### src/hw/ilk_pkg.sv
// shared block, word and csr types for the single-lane pcs, imported by every rtl module
package ilk_pkg;

    // one user word as seen on the tx and rx data sides
    typedef struct packed {
        logic [63:0] data;
        logic        ctrl;  // 1 = user control word
    } ilk_word_t;

    // control payload layout, only meaningful when hdr is ilk_hdr_ctrl
    typedef struct packed {
        logic [5:0]  btype;  // block type code
        logic [25:0] rsvd;   // sent as zero
        logic [31:0] value;  // sync pattern, crc or user data
    } ilk_ctrl_t;

    // same 64 bits, decoded by the block header
    typedef union packed {
        logic [63:0] raw;
        ilk_ctrl_t   ctrl;
    } ilk_payload_u;

    // one 66-bit line block
    typedef struct packed {
        logic [1:0]   hdr;
        ilk_payload_u payload;
    } ilk_block_t;

    localparam logic [1:0] ilk_hdr_data = 2'b01;
    localparam logic [1:0] ilk_hdr_ctrl = 2'b10;

    // control block types
    localparam logic [5:0] ilk_type_sync = 6'h1e;
    localparam logic [5:0] ilk_type_diag = 6'h19;
    localparam logic [5:0] ilk_type_idle = 6'h07;
    localparam logic [5:0] ilk_type_user = 6'h2d;  // user control, data in value field

    localparam logic [31:0] ilk_sync_value = 32'h78f6_78f6;  // fixed sync pattern

    // management register offsets, word addressed
    typedef enum logic [7:0] {
        ilk_csr_control = 8'd0,  // bit 0 tx_enable
        ilk_csr_status  = 8'd1,  // read only
        ilk_csr_crc_err = 8'd2,  // write clears
        ilk_csr_ovf     = 8'd3,  // write clears
        ilk_csr_metalen = 8'd4   // read only
    } ilk_csr_addr_e;

    // live lane state reported in the status register
    typedef struct packed {
        logic tx_ready;    // framer is sending blocks
        logic frame_lock;
        logic align_seen;  // sticky, first sync found
    } ilk_status_t;

endpackage

### src/hw/ilk_fifo.sv
// synchronous word fifo with valid/ready on both sides, one instance each for tx and rx
module ilk_fifo #(
    parameter int DEPTH = 16
) (
    input  logic               coreclk,
    input  logic               arst_n,
    input  ilk_pkg::ilk_word_t wr_word,
    input  logic               wr_valid,
    output logic               wr_ready,
    output ilk_pkg::ilk_word_t rd_word,
    output logic               rd_valid,
    input  logic               rd_ready
);
    import ilk_pkg::*;

    localparam int aw = $clog2(DEPTH);

    ilk_word_t   mem [DEPTH];
    logic [aw:0] wr_ptr;  // msb is the wrap bit
    logic [aw:0] rd_ptr;
    logic        full;
    logic        empty;
    logic        wr_fire;
    logic        rd_fire;

    assign empty = (wr_ptr == rd_ptr);
    assign full  = (wr_ptr[aw] != rd_ptr[aw]) && (wr_ptr[aw-1:0] == rd_ptr[aw-1:0]);

    assign wr_ready = ~full;
    assign rd_valid = ~empty;
    assign wr_fire  = wr_valid & wr_ready;
    assign rd_fire  = rd_valid & rd_ready;

    assign rd_word = mem[rd_ptr[aw-1:0]];  // head word, no read latency

    // storage, written one cycle before it can be read
    always_ff @(posedge coreclk) begin
        if (wr_fire) begin
            mem[wr_ptr[aw-1:0]] <= wr_word;
        end
    end

    always_ff @(posedge coreclk or negedge arst_n) begin
        if (!arst_n) begin
            wr_ptr <= '0;
            rd_ptr <= '0;
        end else begin
            if (wr_fire) begin
                wr_ptr <= wr_ptr + 1'b1;
            end
            if (rd_fire) begin
                rd_ptr <= rd_ptr + 1'b1;  // may pop while pushing
            end
        end
    end

endmodule

### src/hw/ilk_crc32.sv
// crc32 accumulator over one 64-bit word per enabled cycle, owned by framer and deframer
module ilk_crc32 (
    input  logic        coreclk,
    input  logic        arst_n,
    input  logic        clear,   // reload seed, wins over enable
    input  logic        enable,
    input  logic [63:0] data,
    output logic [31:0] crc
);

    localparam logic [31:0] poly = 32'h04c1_1db7;
    localparam logic [31:0] seed = 32'hffff_ffff;

    // 64 serial steps, msb of the word first
    function automatic logic [31:0] crc_step(input logic [31:0] c, input logic [63:0] d);
        logic [31:0] r;
        logic        fb;
        r = c;
        for (int i = 63; i >= 0; i--) begin
            fb = r[31] ^ d[i];
            r  = {r[30:0], 1'b0} ^ (fb ? poly : 32'h0);
        end
        return r;
    endfunction

    always_ff @(posedge coreclk or negedge arst_n) begin
        if (!arst_n) begin
            crc <= seed;
        end else if (clear) begin
            crc <= seed;
        end else if (enable) begin
            crc <= crc_step(crc, data);
        end
    end

endmodule

### src/hw/ilk_tx_framer.sv
// tx framer: wraps fifo words into metaframes with sync, idle and crc diagnostic blocks
module ilk_tx_framer #(
    parameter int METALEN = 64
) (
    input  logic                coreclk,
    input  logic                arst_n,
    input  logic                enable,
    input  ilk_pkg::ilk_word_t  fifo_word,
    input  logic                fifo_valid,
    output logic                fifo_ready,
    output ilk_pkg::ilk_block_t line_block,
    output logic                line_valid,
    output logic                tx_active
);
    import ilk_pkg::*;

    localparam int            pw       = $clog2(METALEN);
    localparam logic [pw-1:0] pos_last = pw'(METALEN - 1);

    logic [pw-1:0] pos;  // position of the block being built
    logic          go;
    logic          pop;
    logic [31:0]   crc;
    ilk_block_t    next_block;

    assign go         = enable | line_valid;  // once started the line never stops
    assign fifo_ready = go && (pos != '0) && (pos != pos_last);  // data slots only
    assign pop        = fifo_ready & fifo_valid;
    assign tx_active  = line_valid;

    // block selection by metaframe position
    always_comb begin
        next_block = '0;
        if (pos == '0) begin
            next_block.hdr                = ilk_hdr_ctrl;
            next_block.payload.ctrl.btype = ilk_type_sync;
            next_block.payload.ctrl.value = ilk_sync_value;
        end else if (pos == pos_last) begin
            next_block.hdr                = ilk_hdr_ctrl;
            next_block.payload.ctrl.btype = ilk_type_diag;
            next_block.payload.ctrl.value = crc;  // covers this metaframe's words
        end else if (fifo_valid && fifo_word.ctrl) begin
            next_block.hdr                = ilk_hdr_ctrl;
            next_block.payload.ctrl.btype = ilk_type_user;
            next_block.payload.ctrl.value = fifo_word.data[31:0];  // low half only
        end else if (fifo_valid) begin
            next_block.hdr         = ilk_hdr_data;
            next_block.payload.raw = fifo_word.data;
        end else begin
            next_block.hdr                = ilk_hdr_ctrl;  // fifo empty
            next_block.payload.ctrl.btype = ilk_type_idle;
        end
    end

    // crc over the raw payload of every popped word, restarted at sync
    ilk_crc32 ilk_tx_crc_inst (
        .coreclk (coreclk),
        .arst_n  (arst_n),
        .clear   (go && (pos == '0)),
        .enable  (pop),
        .data    (next_block.payload.raw),
        .crc     (crc)
    );

    always_ff @(posedge coreclk or negedge arst_n) begin
        if (!arst_n) begin
            pos        <= '0;
            line_valid <= 1'b0;
        end else if (go) begin
            line_valid <= 1'b1;
            pos        <= (pos == pos_last) ? '0 : pos + 1'b1;
        end
    end

    always_ff @(posedge coreclk) begin
        if (go) begin
            line_block <= next_block;
        end
    end

endmodule

### src/hw/ilk_rx_deframer.sv
// rx deframer: sync lock fsm, control stripping and crc check, pushes words to the rx fifo
module ilk_rx_deframer #(
    parameter int METALEN = 64
) (
    input  logic                coreclk,
    input  logic                arst_n,
    input  ilk_pkg::ilk_block_t line_block,
    input  logic                line_valid,
    output ilk_pkg::ilk_word_t  out_word,
    output logic                out_valid,
    input  logic                out_ready,
    output logic                status_lock,
    output logic                align_seen,
    output logic                crc_err,
    output logic                overflow
);
    import ilk_pkg::*;

    localparam int            pw       = $clog2(METALEN);
    localparam logic [pw-1:0] pos_last = pw'(METALEN - 1);

    localparam logic [1:0] st_hunt   = 2'd0;  // looking for any sync
    localparam logic [1:0] st_verify = 2'd1;  // counting syncs at metaframe spacing
    localparam logic [1:0] st_locked = 2'd2;

    logic [1:0]    state;
    logic [pw-1:0] pos;       // position of the incoming block
    logic [1:0]    sync_cnt;  // syncs seen so far in verify
    logic          miss;      // last expected sync was absent
    logic          is_data;
    logic          is_ctrl;
    logic          is_sync;
    logic          is_diag;
    logic          is_user;
    logic          at_sync;
    logic          locked;
    logic          keep;      // block carries a user word
    logic [31:0]   crc;

    assign is_data = line_valid && (line_block.hdr == ilk_hdr_data);
    assign is_ctrl = line_valid && (line_block.hdr == ilk_hdr_ctrl);
    assign is_sync = is_ctrl && (line_block.payload.ctrl.btype == ilk_type_sync)
                     && (line_block.payload.ctrl.value == ilk_sync_value);
    assign is_diag = is_ctrl && (line_block.payload.ctrl.btype == ilk_type_diag);
    assign is_user = is_ctrl && (line_block.payload.ctrl.btype == ilk_type_user);
    assign at_sync = line_valid && (pos == '0);
    assign locked  = (state == st_locked);
    assign keep    = is_data | is_user;

    assign status_lock = locked;
    assign overflow    = out_valid & ~out_ready;  // fifo full, word dropped

    // lock fsm and position counter
    always_ff @(posedge coreclk or negedge arst_n) begin
        if (!arst_n) begin
            state      <= st_hunt;
            pos        <= '0;
            sync_cnt   <= '0;
            miss       <= 1'b0;
            align_seen <= 1'b0;
        end else if (line_valid) begin
            pos <= (pos == pos_last) ? '0 : pos + 1'b1;
            if (is_sync) begin
                align_seen <= 1'b1;
            end
            case (state)
                st_hunt: begin
                    if (is_sync) begin
                        state    <= st_verify;
                        pos      <= pw'(1);  // realign on this sync
                        sync_cnt <= 2'd1;
                    end
                end
                st_verify: begin
                    if (at_sync) begin
                        if (!is_sync) begin
                            state <= st_hunt;
                        end else if (sync_cnt == 2'd3) begin
                            state <= st_locked;  // fourth sync
                            miss  <= 1'b0;
                        end else begin
                            sync_cnt <= sync_cnt + 1'b1;
                        end
                    end
                end
                st_locked: begin
                    if (at_sync) begin
                        if (is_sync) begin
                            miss <= 1'b0;
                        end else if (miss) begin
                            state <= st_hunt;  // second miss in a row
                        end else begin
                            miss <= 1'b1;
                        end
                    end
                end
                default: state <= st_hunt;
            endcase
        end
    end

    // receive side crc, same coverage as the framer
    ilk_crc32 ilk_rx_crc_inst (
        .coreclk (coreclk),
        .arst_n  (arst_n),
        .clear   (is_sync),
        .enable  (locked && keep),
        .data    (line_block.payload.raw),
        .crc     (crc)
    );

    always_ff @(posedge coreclk or negedge arst_n) begin
        if (!arst_n) begin
            out_valid <= 1'b0;
            crc_err   <= 1'b0;
        end else begin
            out_valid <= locked && keep;  // idles and unlocked blocks dropped
            crc_err   <= locked && is_diag && (line_block.payload.ctrl.value != crc);
        end
    end

    always_ff @(posedge coreclk) begin
        if (keep) begin
            out_word.data <= is_user ? {32'h0, line_block.payload.ctrl.value}
                                     : line_block.payload.raw;
            out_word.ctrl <= is_user;
        end
    end

endmodule

### src/hw/ilk_mgmt_csr.sv
// management register block: control, status and error counters behind the 9-bit mgmt port
module ilk_mgmt_csr #(
    parameter int METALEN = 64
) (
    input  logic                 coreclk,
    input  logic                 arst_n,
    input  logic                 mgmt_read,
    input  logic                 mgmt_write,
    input  logic [8:0]           mgmt_address,
    input  logic [31:0]          mgmt_writedata,
    output logic [31:0]          mgmt_readdata,
    output logic                 mgmt_readvalid,
    output logic                 tx_enable,
    input  ilk_pkg::ilk_status_t status,
    input  logic                 crc_err,
    input  logic                 overflow
);
    import ilk_pkg::*;

    logic [31:0] crc_err_cnt;
    logic [31:0] ovf_cnt;
    logic [31:0] rd_mux;
    logic        wr_csr;  // write into the csr space, bit 8 low

    assign wr_csr = mgmt_write & ~mgmt_address[8];

    // write clears, else count up and hold at all ones
    function automatic logic [31:0] cnt_next(input logic [31:0] cnt, input logic clr,
                                             input logic inc);
        logic [31:0] r;
        r = cnt;
        if (clr) begin
            r = '0;
        end else if (inc && (cnt != '1)) begin
            r = cnt + 1'b1;
        end
        return r;
    endfunction

    always_comb begin
        rd_mux = '0;  // reserved space and unlisted offsets
        if (!mgmt_address[8]) begin
            case (mgmt_address[7:0])
                ilk_csr_control: rd_mux = {31'h0, tx_enable};
                ilk_csr_status:  rd_mux = {29'h0, status};
                ilk_csr_crc_err: rd_mux = crc_err_cnt;
                ilk_csr_ovf:     rd_mux = ovf_cnt;
                ilk_csr_metalen: rd_mux = 32'(METALEN);
                default:         rd_mux = '0;
            endcase
        end
    end

    always_ff @(posedge coreclk or negedge arst_n) begin
        if (!arst_n) begin
            tx_enable      <= 1'b0;
            crc_err_cnt    <= '0;
            ovf_cnt        <= '0;
            mgmt_readvalid <= 1'b0;
        end else begin
            mgmt_readvalid <= mgmt_read;
            if (wr_csr && (mgmt_address[7:0] == ilk_csr_control)) begin
                tx_enable <= mgmt_writedata[0];
            end
            crc_err_cnt <= cnt_next(crc_err_cnt,
                                    wr_csr && (mgmt_address[7:0] == ilk_csr_crc_err), crc_err);
            ovf_cnt     <= cnt_next(ovf_cnt,
                                    wr_csr && (mgmt_address[7:0] == ilk_csr_ovf), overflow);
        end
    end

    always_ff @(posedge coreclk) begin
        if (mgmt_read) begin
            mgmt_readdata <= rd_mux;  // valid with mgmt_readvalid
        end
    end

endmodule

### src/hw/ilk_lane.sv
// single lane pcs top: user fifos, framer, deframer and csr block on one core clock
module ilk_lane #(
    parameter int METALEN       = 64,
    parameter int TX_FIFO_DEPTH = 16,
    parameter int RX_FIFO_DEPTH = 16
) (
    input  logic                coreclk,
    input  logic                arst_n,
    // user tx
    input  ilk_pkg::ilk_word_t  tx_word,
    input  logic                tx_valid,
    output logic                tx_ready,
    // user rx
    output ilk_pkg::ilk_word_t  rx_word,
    output logic                rx_valid,
    input  logic                rx_ready,
    // line, looped back outside
    output ilk_pkg::ilk_block_t line_tx_block,
    output logic                line_tx_valid,
    input  ilk_pkg::ilk_block_t line_rx_block,
    input  logic                line_rx_valid,
    // management
    input  logic                mgmt_read,
    input  logic                mgmt_write,
    input  logic [8:0]          mgmt_address,
    input  logic [31:0]         mgmt_writedata,
    output logic [31:0]         mgmt_readdata,
    output logic                mgmt_readvalid,
    output logic                frame_lock
);
    import ilk_pkg::*;

    ilk_word_t   tx_fifo_word;
    logic        tx_fifo_valid;
    logic        tx_fifo_ready;
    logic        tx_fifo_wr_ready;
    ilk_word_t   rx_push_word;
    logic        rx_push_valid;
    logic        rx_push_ready;
    logic        tx_enable;
    logic        tx_active;
    logic        align_seen;
    logic        crc_err;
    logic        overflow;
    ilk_status_t status;

    assign tx_ready = tx_fifo_wr_ready & tx_enable;  // no pushes while disabled
    assign status   = '{tx_ready: tx_active, frame_lock: frame_lock, align_seen: align_seen};

    ilk_fifo #(.DEPTH(TX_FIFO_DEPTH)) ilk_tx_fifo_inst (
        .coreclk (coreclk),
        .arst_n  (arst_n),
        .wr_word (tx_word),
        .wr_valid(tx_valid & tx_enable),
        .wr_ready(tx_fifo_wr_ready),
        .rd_word (tx_fifo_word),
        .rd_valid(tx_fifo_valid),
        .rd_ready(tx_fifo_ready)
    );

    ilk_tx_framer #(.METALEN(METALEN)) ilk_tx_framer_inst (
        .coreclk   (coreclk),
        .arst_n    (arst_n),
        .enable    (tx_enable),
        .fifo_word (tx_fifo_word),
        .fifo_valid(tx_fifo_valid),
        .fifo_ready(tx_fifo_ready),
        .line_block(line_tx_block),
        .line_valid(line_tx_valid),
        .tx_active (tx_active)
    );

    ilk_rx_deframer #(.METALEN(METALEN)) ilk_rx_deframer_inst (
        .coreclk    (coreclk),
        .arst_n     (arst_n),
        .line_block (line_rx_block),
        .line_valid (line_rx_valid),
        .out_word   (rx_push_word),
        .out_valid  (rx_push_valid),
        .out_ready  (rx_push_ready),
        .status_lock(frame_lock),
        .align_seen (align_seen),
        .crc_err    (crc_err),
        .overflow   (overflow)
    );

    ilk_fifo #(.DEPTH(RX_FIFO_DEPTH)) ilk_rx_fifo_inst (
        .coreclk (coreclk),
        .arst_n  (arst_n),
        .wr_word (rx_push_word),
        .wr_valid(rx_push_valid),
        .wr_ready(rx_push_ready),
        .rd_word (rx_word),
        .rd_valid(rx_valid),
        .rd_ready(rx_ready)
    );

    ilk_mgmt_csr #(.METALEN(METALEN)) ilk_mgmt_csr_inst (
        .coreclk       (coreclk),
        .arst_n        (arst_n),
        .mgmt_read     (mgmt_read),
        .mgmt_write    (mgmt_write),
        .mgmt_address  (mgmt_address),
        .mgmt_writedata(mgmt_writedata),
        .mgmt_readdata (mgmt_readdata),
        .mgmt_readvalid(mgmt_readvalid),
        .tx_enable     (tx_enable),
        .status        (status),
        .crc_err       (crc_err),
        .overflow      (overflow)
    );

endmodule

### config.mk
export PLATFORM = sky130hd
export DESIGN_NAME = ilk_lane
export DESIGN_NICKNAME = d
export VERILOG_FILES = /design/src/hw/ilk_pkg.sv /design/src/hw/ilk_fifo.sv /design/src/hw/ilk_crc32.sv /design/src/hw/ilk_tx_framer.sv /design/src/hw/ilk_rx_deframer.sv /design/src/hw/ilk_mgmt_csr.sv /design/src/hw/ilk_lane.sv
export SDC_FILE = /design/constraint.sdc
export NUM_CORES = 2
export LEC_CHECK = 0
export BUFFER_PORTS_ARGS = -buffer_cell sky130_fd_sc_hd__clkbuf_2
export CAP_MARGIN = 20
export CORE_UTILIZATION = 25
export DETAILED_ROUTE_END_ITERATION = 10
export GPL_TIMING_DRIVEN = 0
export PLACE_DENSITY = 0.41
export SLEW_MARGIN = 30
export SYNTH_ARGS = -nofsm -noshare
export SYNTH_HDL_FRONTEND = slang
export SYNTH_SLANG_ARGS = --single-unit
### constraint.sdc
create_clock -name coreclk -period 9.7 [get_ports coreclk]
set_input_delay 0.97 -clock coreclk [delete_from_list [all_inputs] [get_ports coreclk]]
set_output_delay 0.97 -clock coreclk [all_outputs]
set_load 0.02 [all_outputs]
==> impl_metrics.json <==
{
  "io_pins": 347,
  "die_area_um2": 426000,
  "cp_slowest_cell": "nor3b_1",
  "clk_pin_slew_ps": 60,
  "via_per_inst": 4.49,
  "synthesis.nets": 5444,
  "period_needed_ps": 9270,
  "final_cells": 12000,
  "ys_top_cells_by_area": "edfxtp_1, mux4_2, xnor2_1",
  "async_reset_ff_share_pct": 7.08,
  "fin_ws_ps": 434,
  "whs_ps": 125,
  "worstPathArrival_ps": 10090,
  "yosysTopAreaCell": "edfxtp_1",
  "first_pass_iters": 5,
  "clk_latency_ps": 910,
  "hold_buffers": 0,
  "synthSimpleGateAreaFrac_pct": 2.29,
  "slew_headroom_pct": 30.5,
  "drive_above_1_share_pct": 31.3,
  "num_vias": 53900,
  "h-tree-depth": 5,
  "synthXorXnorAreaFrac_pct": 13.2,
  "grt_use_total_pct": 15.4,
  "max_stage_delay_ps": 710,
  "cap_violations": 0,
  "routed_wl_um": 333000,
  "top_layer": "met5",
  "crit_end": "ilk_tx_framer_inst.ilk_tx_crc_inst.crc[13]$_DFFE_PN1P_",
  "syn-instance-count": 5248,
  "dr_wl_met2_um": 166000,
  "min_period_over_period_pct": 95.5,
  "gp_congestion": 0.822,
  "rsz0062_at_grt": "no",
  "clockBufferDepth": 4,
  "coreArea_um2": 420000,
  "max_freq_mhz": 108,
  "synth_compound_area_share_pct": 1.42,
  "dp_hpwl_um": 241000,
  "first_iter_violations": 4300,
  "r2r_cells": 22,
  "path_delay_family": "XOR/XNOR gates",
  "drc_errors": 0,
  "place_inst": 11500,
  "ff2ff_setup_slack_ps": 430,
  "row_count": 238,
  "finalClockSkew_ps": 69.5,
  "crit_cells": 22,
  "yosys.area.top_type_share_pct": 63.7,
  "yosys_warnings": 0,
  "synthMuxAreaShare_pct": 14.0,
  "crit_path_start": "ilk_tx_fifo_inst.rd_ptr[3]$_DFFE_PN0P_",
  "syn_area_um2": 106000,
  "cp_max_fo": 10,
  "grt_pass1_wl_um": 461000,
  "ant_nets": 0,
  "cts_tree": "built",
  "root_buffer": "clkbuf_16",
  "cp-start-kind": "register",
  "synth_edf_count": 2243,
  "tightest_slew_ps": 1040,
  "status": "finished clean",
  "criticalPathCategory": "register to register",
  "synth_top_family_by_area": "multiplexers",
  "worst_ep_required_time_ps": 10530,
  "syn_area_per_cell_um2": 20.1,
  "antenna_found_initial": 48,
  "ys_ff_latch": 2414,
  "slew_viol_final": 0,
  "dp_slack_ps": -1030,
  "numPortBuffers": 313,
  "die_height_um": 652,
  "postLayoutCellArea_um2": 129000,
  "wl_per_cell_um": 27.7,
  "nets": 6333,
  "setup_viol": 0,
  "placed_area_um2": 120000,
  "met3_wirelength_um": 15000,
  "synth_flop_cell": "edfxtp_1",
  "grt_max_degree": 62,
  "grt_pass1_vias": 56500,
  "wl_met1_um": 145000,
  "clkSinkCount": 2414,
  "hold_viol": 0,
  "die_width_um": 652,
  "ys_seq_area_share_pct": 67.8,
  "start_util_pct": 25.1,
  "hold_class": "input port to asynchronous set/reset pin",
  "reg2reg_from": "ilk_tx_fifo_inst.rd_ptr[3]$_DFFE_PN0P_",
  "cp-end-kind": "register",
  "overflow": 0,
  "cp_cell_sequence": "buf_2 > buf_2 > clkbuf_1 > clkbuf_1 > buf_6 > mux4_2 > nor3b_1 > xor2_1 > xnor2_1 > xnor3_1 > xnor2_1 > xor3_1 > xnor3_2 > xnor3_1 > xor2_2 > xnor3_2 > xnor2_1 > xor3_2 > xor2_2 > xor2_2 > xnor3_1 > a21oi_1",
  "path_buf_inv": 5,
  "area_growth_pct": 22.2,
  "synth_cell_types": 77,
  "r2r_end": "ilk_tx_framer_inst.ilk_tx_crc_inst.crc[13]$_DFFE_PN1P_",
  "synthAdderAreaFrac_pct": 0.201,
  "cts_buffers": 287
}
how the worst min path moves through the flow:
stage                                                            from                                     endpoint  slack, ps
after floorplan           ilk_rx_deframer_inst.align_seen$_DFFE_PN0P_  ilk_rx_deframer_inst.align_seen$_DFFE_PN0P_        430
after CTS                                                      arst_n    ilk_mgmt_csr_inst.ovf_cnt[25]$_DFFE_PN0P_         70
after detailed placement       ilk_rx_fifo_inst.wr_ptr[4]$_DFFE_PN0P_       ilk_rx_fifo_inst.wr_ptr[4]$_DFFE_PN0P_        480
after global routing                                           arst_n   ilk_mgmt_csr_inst.mgmt_readvalid$_DFF_PN0_        110
after global placement         ilk_tx_fifo_inst.wr_ptr[4]$_DFFE_PN0P_       ilk_tx_fifo_inst.wr_ptr[4]$_DFFE_PN0P_        470
final                                                          arst_n   ilk_mgmt_csr_inst.mgmt_readvalid$_DFF_PN0_        130
layer usage:
layer / up-vias / track usage, %
met3: 410 / 2.27
li1: 22800 / -
met5: - / 0
met1: 29400 / 20.6
met2: 1290 / 26.3
met4: 4 / 3.19
cells in the final DEF, fill, tap and decap left out, types with 19 or more instances in the layout:
cell	n
and2_1	36
a221o_1	21
buf_6	24
nor2b_1	19
edfxtp_1	2243
bufinv_16	25
clkbuf_16	293
xor2_1	205
mux4_2	633
dfstp_2	64
a21oi_1	49
mux2i_1	45
clkinv_2	32
clkinv_1	59
nor3_1	23
xnor3_2	20
clkbuf_2	357
xnor3_1	175
nand2_1	74
xnor2_1	664
inv_1	37
nand3_1	38
nor2_1	155
clkbuf_1	135
o21ai_0	65
buf_4	155
buf_2	45
nor2_4	24
xnor2_2	53
dfrtp_1	107
nand4_1	29
xor3_1	20
buf_16	140
a22oi_1	22
per-stage QoR:
stage          setup TNS (ps)  utilization, %
2_1_floorplan               0               -
3_3_place_gp         -5094010            27.2
3_5_place_dp           -20890            28.5
4_1_cts                     0            30.7
5_1_grt                     0            30.7
6_report                    0            30.7
registers in the layout, summed over array words and instances (netlist names), 32 cells and up:
name,cells
ilk_mgmt_csr_inst.ovf_cnt,32
ilk_rx_deframer_inst.ilk_rx_crc_inst.crc,32
ilk_mgmt_csr_inst.mgmt_readdata,32
ilk_tx_framer_inst.line_block,66
ilk_tx_fifo_inst.mem,1040
ilk_tx_framer_inst.ilk_tx_crc_inst.crc,32
ilk_rx_fifo_inst.mem,1040
ilk_mgmt_csr_inst.crc_err_cnt,32
ilk_rx_deframer_inst.out_word,65
synthesized netlist by cell type, types with 11 or more instances:
cell type	count
a211oi_1	11
a21oi_1	50
a221o_1	21
a22oi_1	22
and2_1	36
and3_1	12
buf_1	29
buf_2	28
buf_4	26
buf_6	11
clkbuf_1	118
dfrtp_1	107
dfstp_2	64
edfxtp_1	2243
ha_1	17
inv_1	37
mux2i_1	45
mux4_2	633
nand2_1	75
nand3_1	38
nand4_1	29
nor2_1	180
nor2b_1	20
nor3_1	32
nor3b_1	13
o21ai_0	65
or3_1	14
xnor2_1	676
xnor2_2	44
xnor3_1	177
xnor3_2	18
xor2_1	208
xor2_2	15
xor3_1	20
cells by family after synthesis:
family                   Yosys count
multiplexers                     685
buffers and inverters            252
XOR/XNOR                        1170
flip-flops                      2414
adder cells (fa/ha/maj)           17
AO/OA/AOI/OAI                    220
AND/OR/NAND/NOR                  490
cell type report:
cell class,instances,area [um^2]
tap,5640,7060
clock inverter,151,1530
fill,41100,291000
buffer,211,1110
timing repair buffer,602,6680
sequential,2414,71700
multi-input combinational,2582,33300
clock buffer,361,7640
antenna,5,12.5
inverter,39,151
repair_timing:
item | in CTS | in global routing
setup endpoints to repair | 32 | 19
buffers inserted | 0 | 15
pin swaps | 1 | 3
resized for setup | 20 | 21
Power is not shown: default switching activity piles up to over one toggle a cycle in this logic, so the estimate is an artifact.
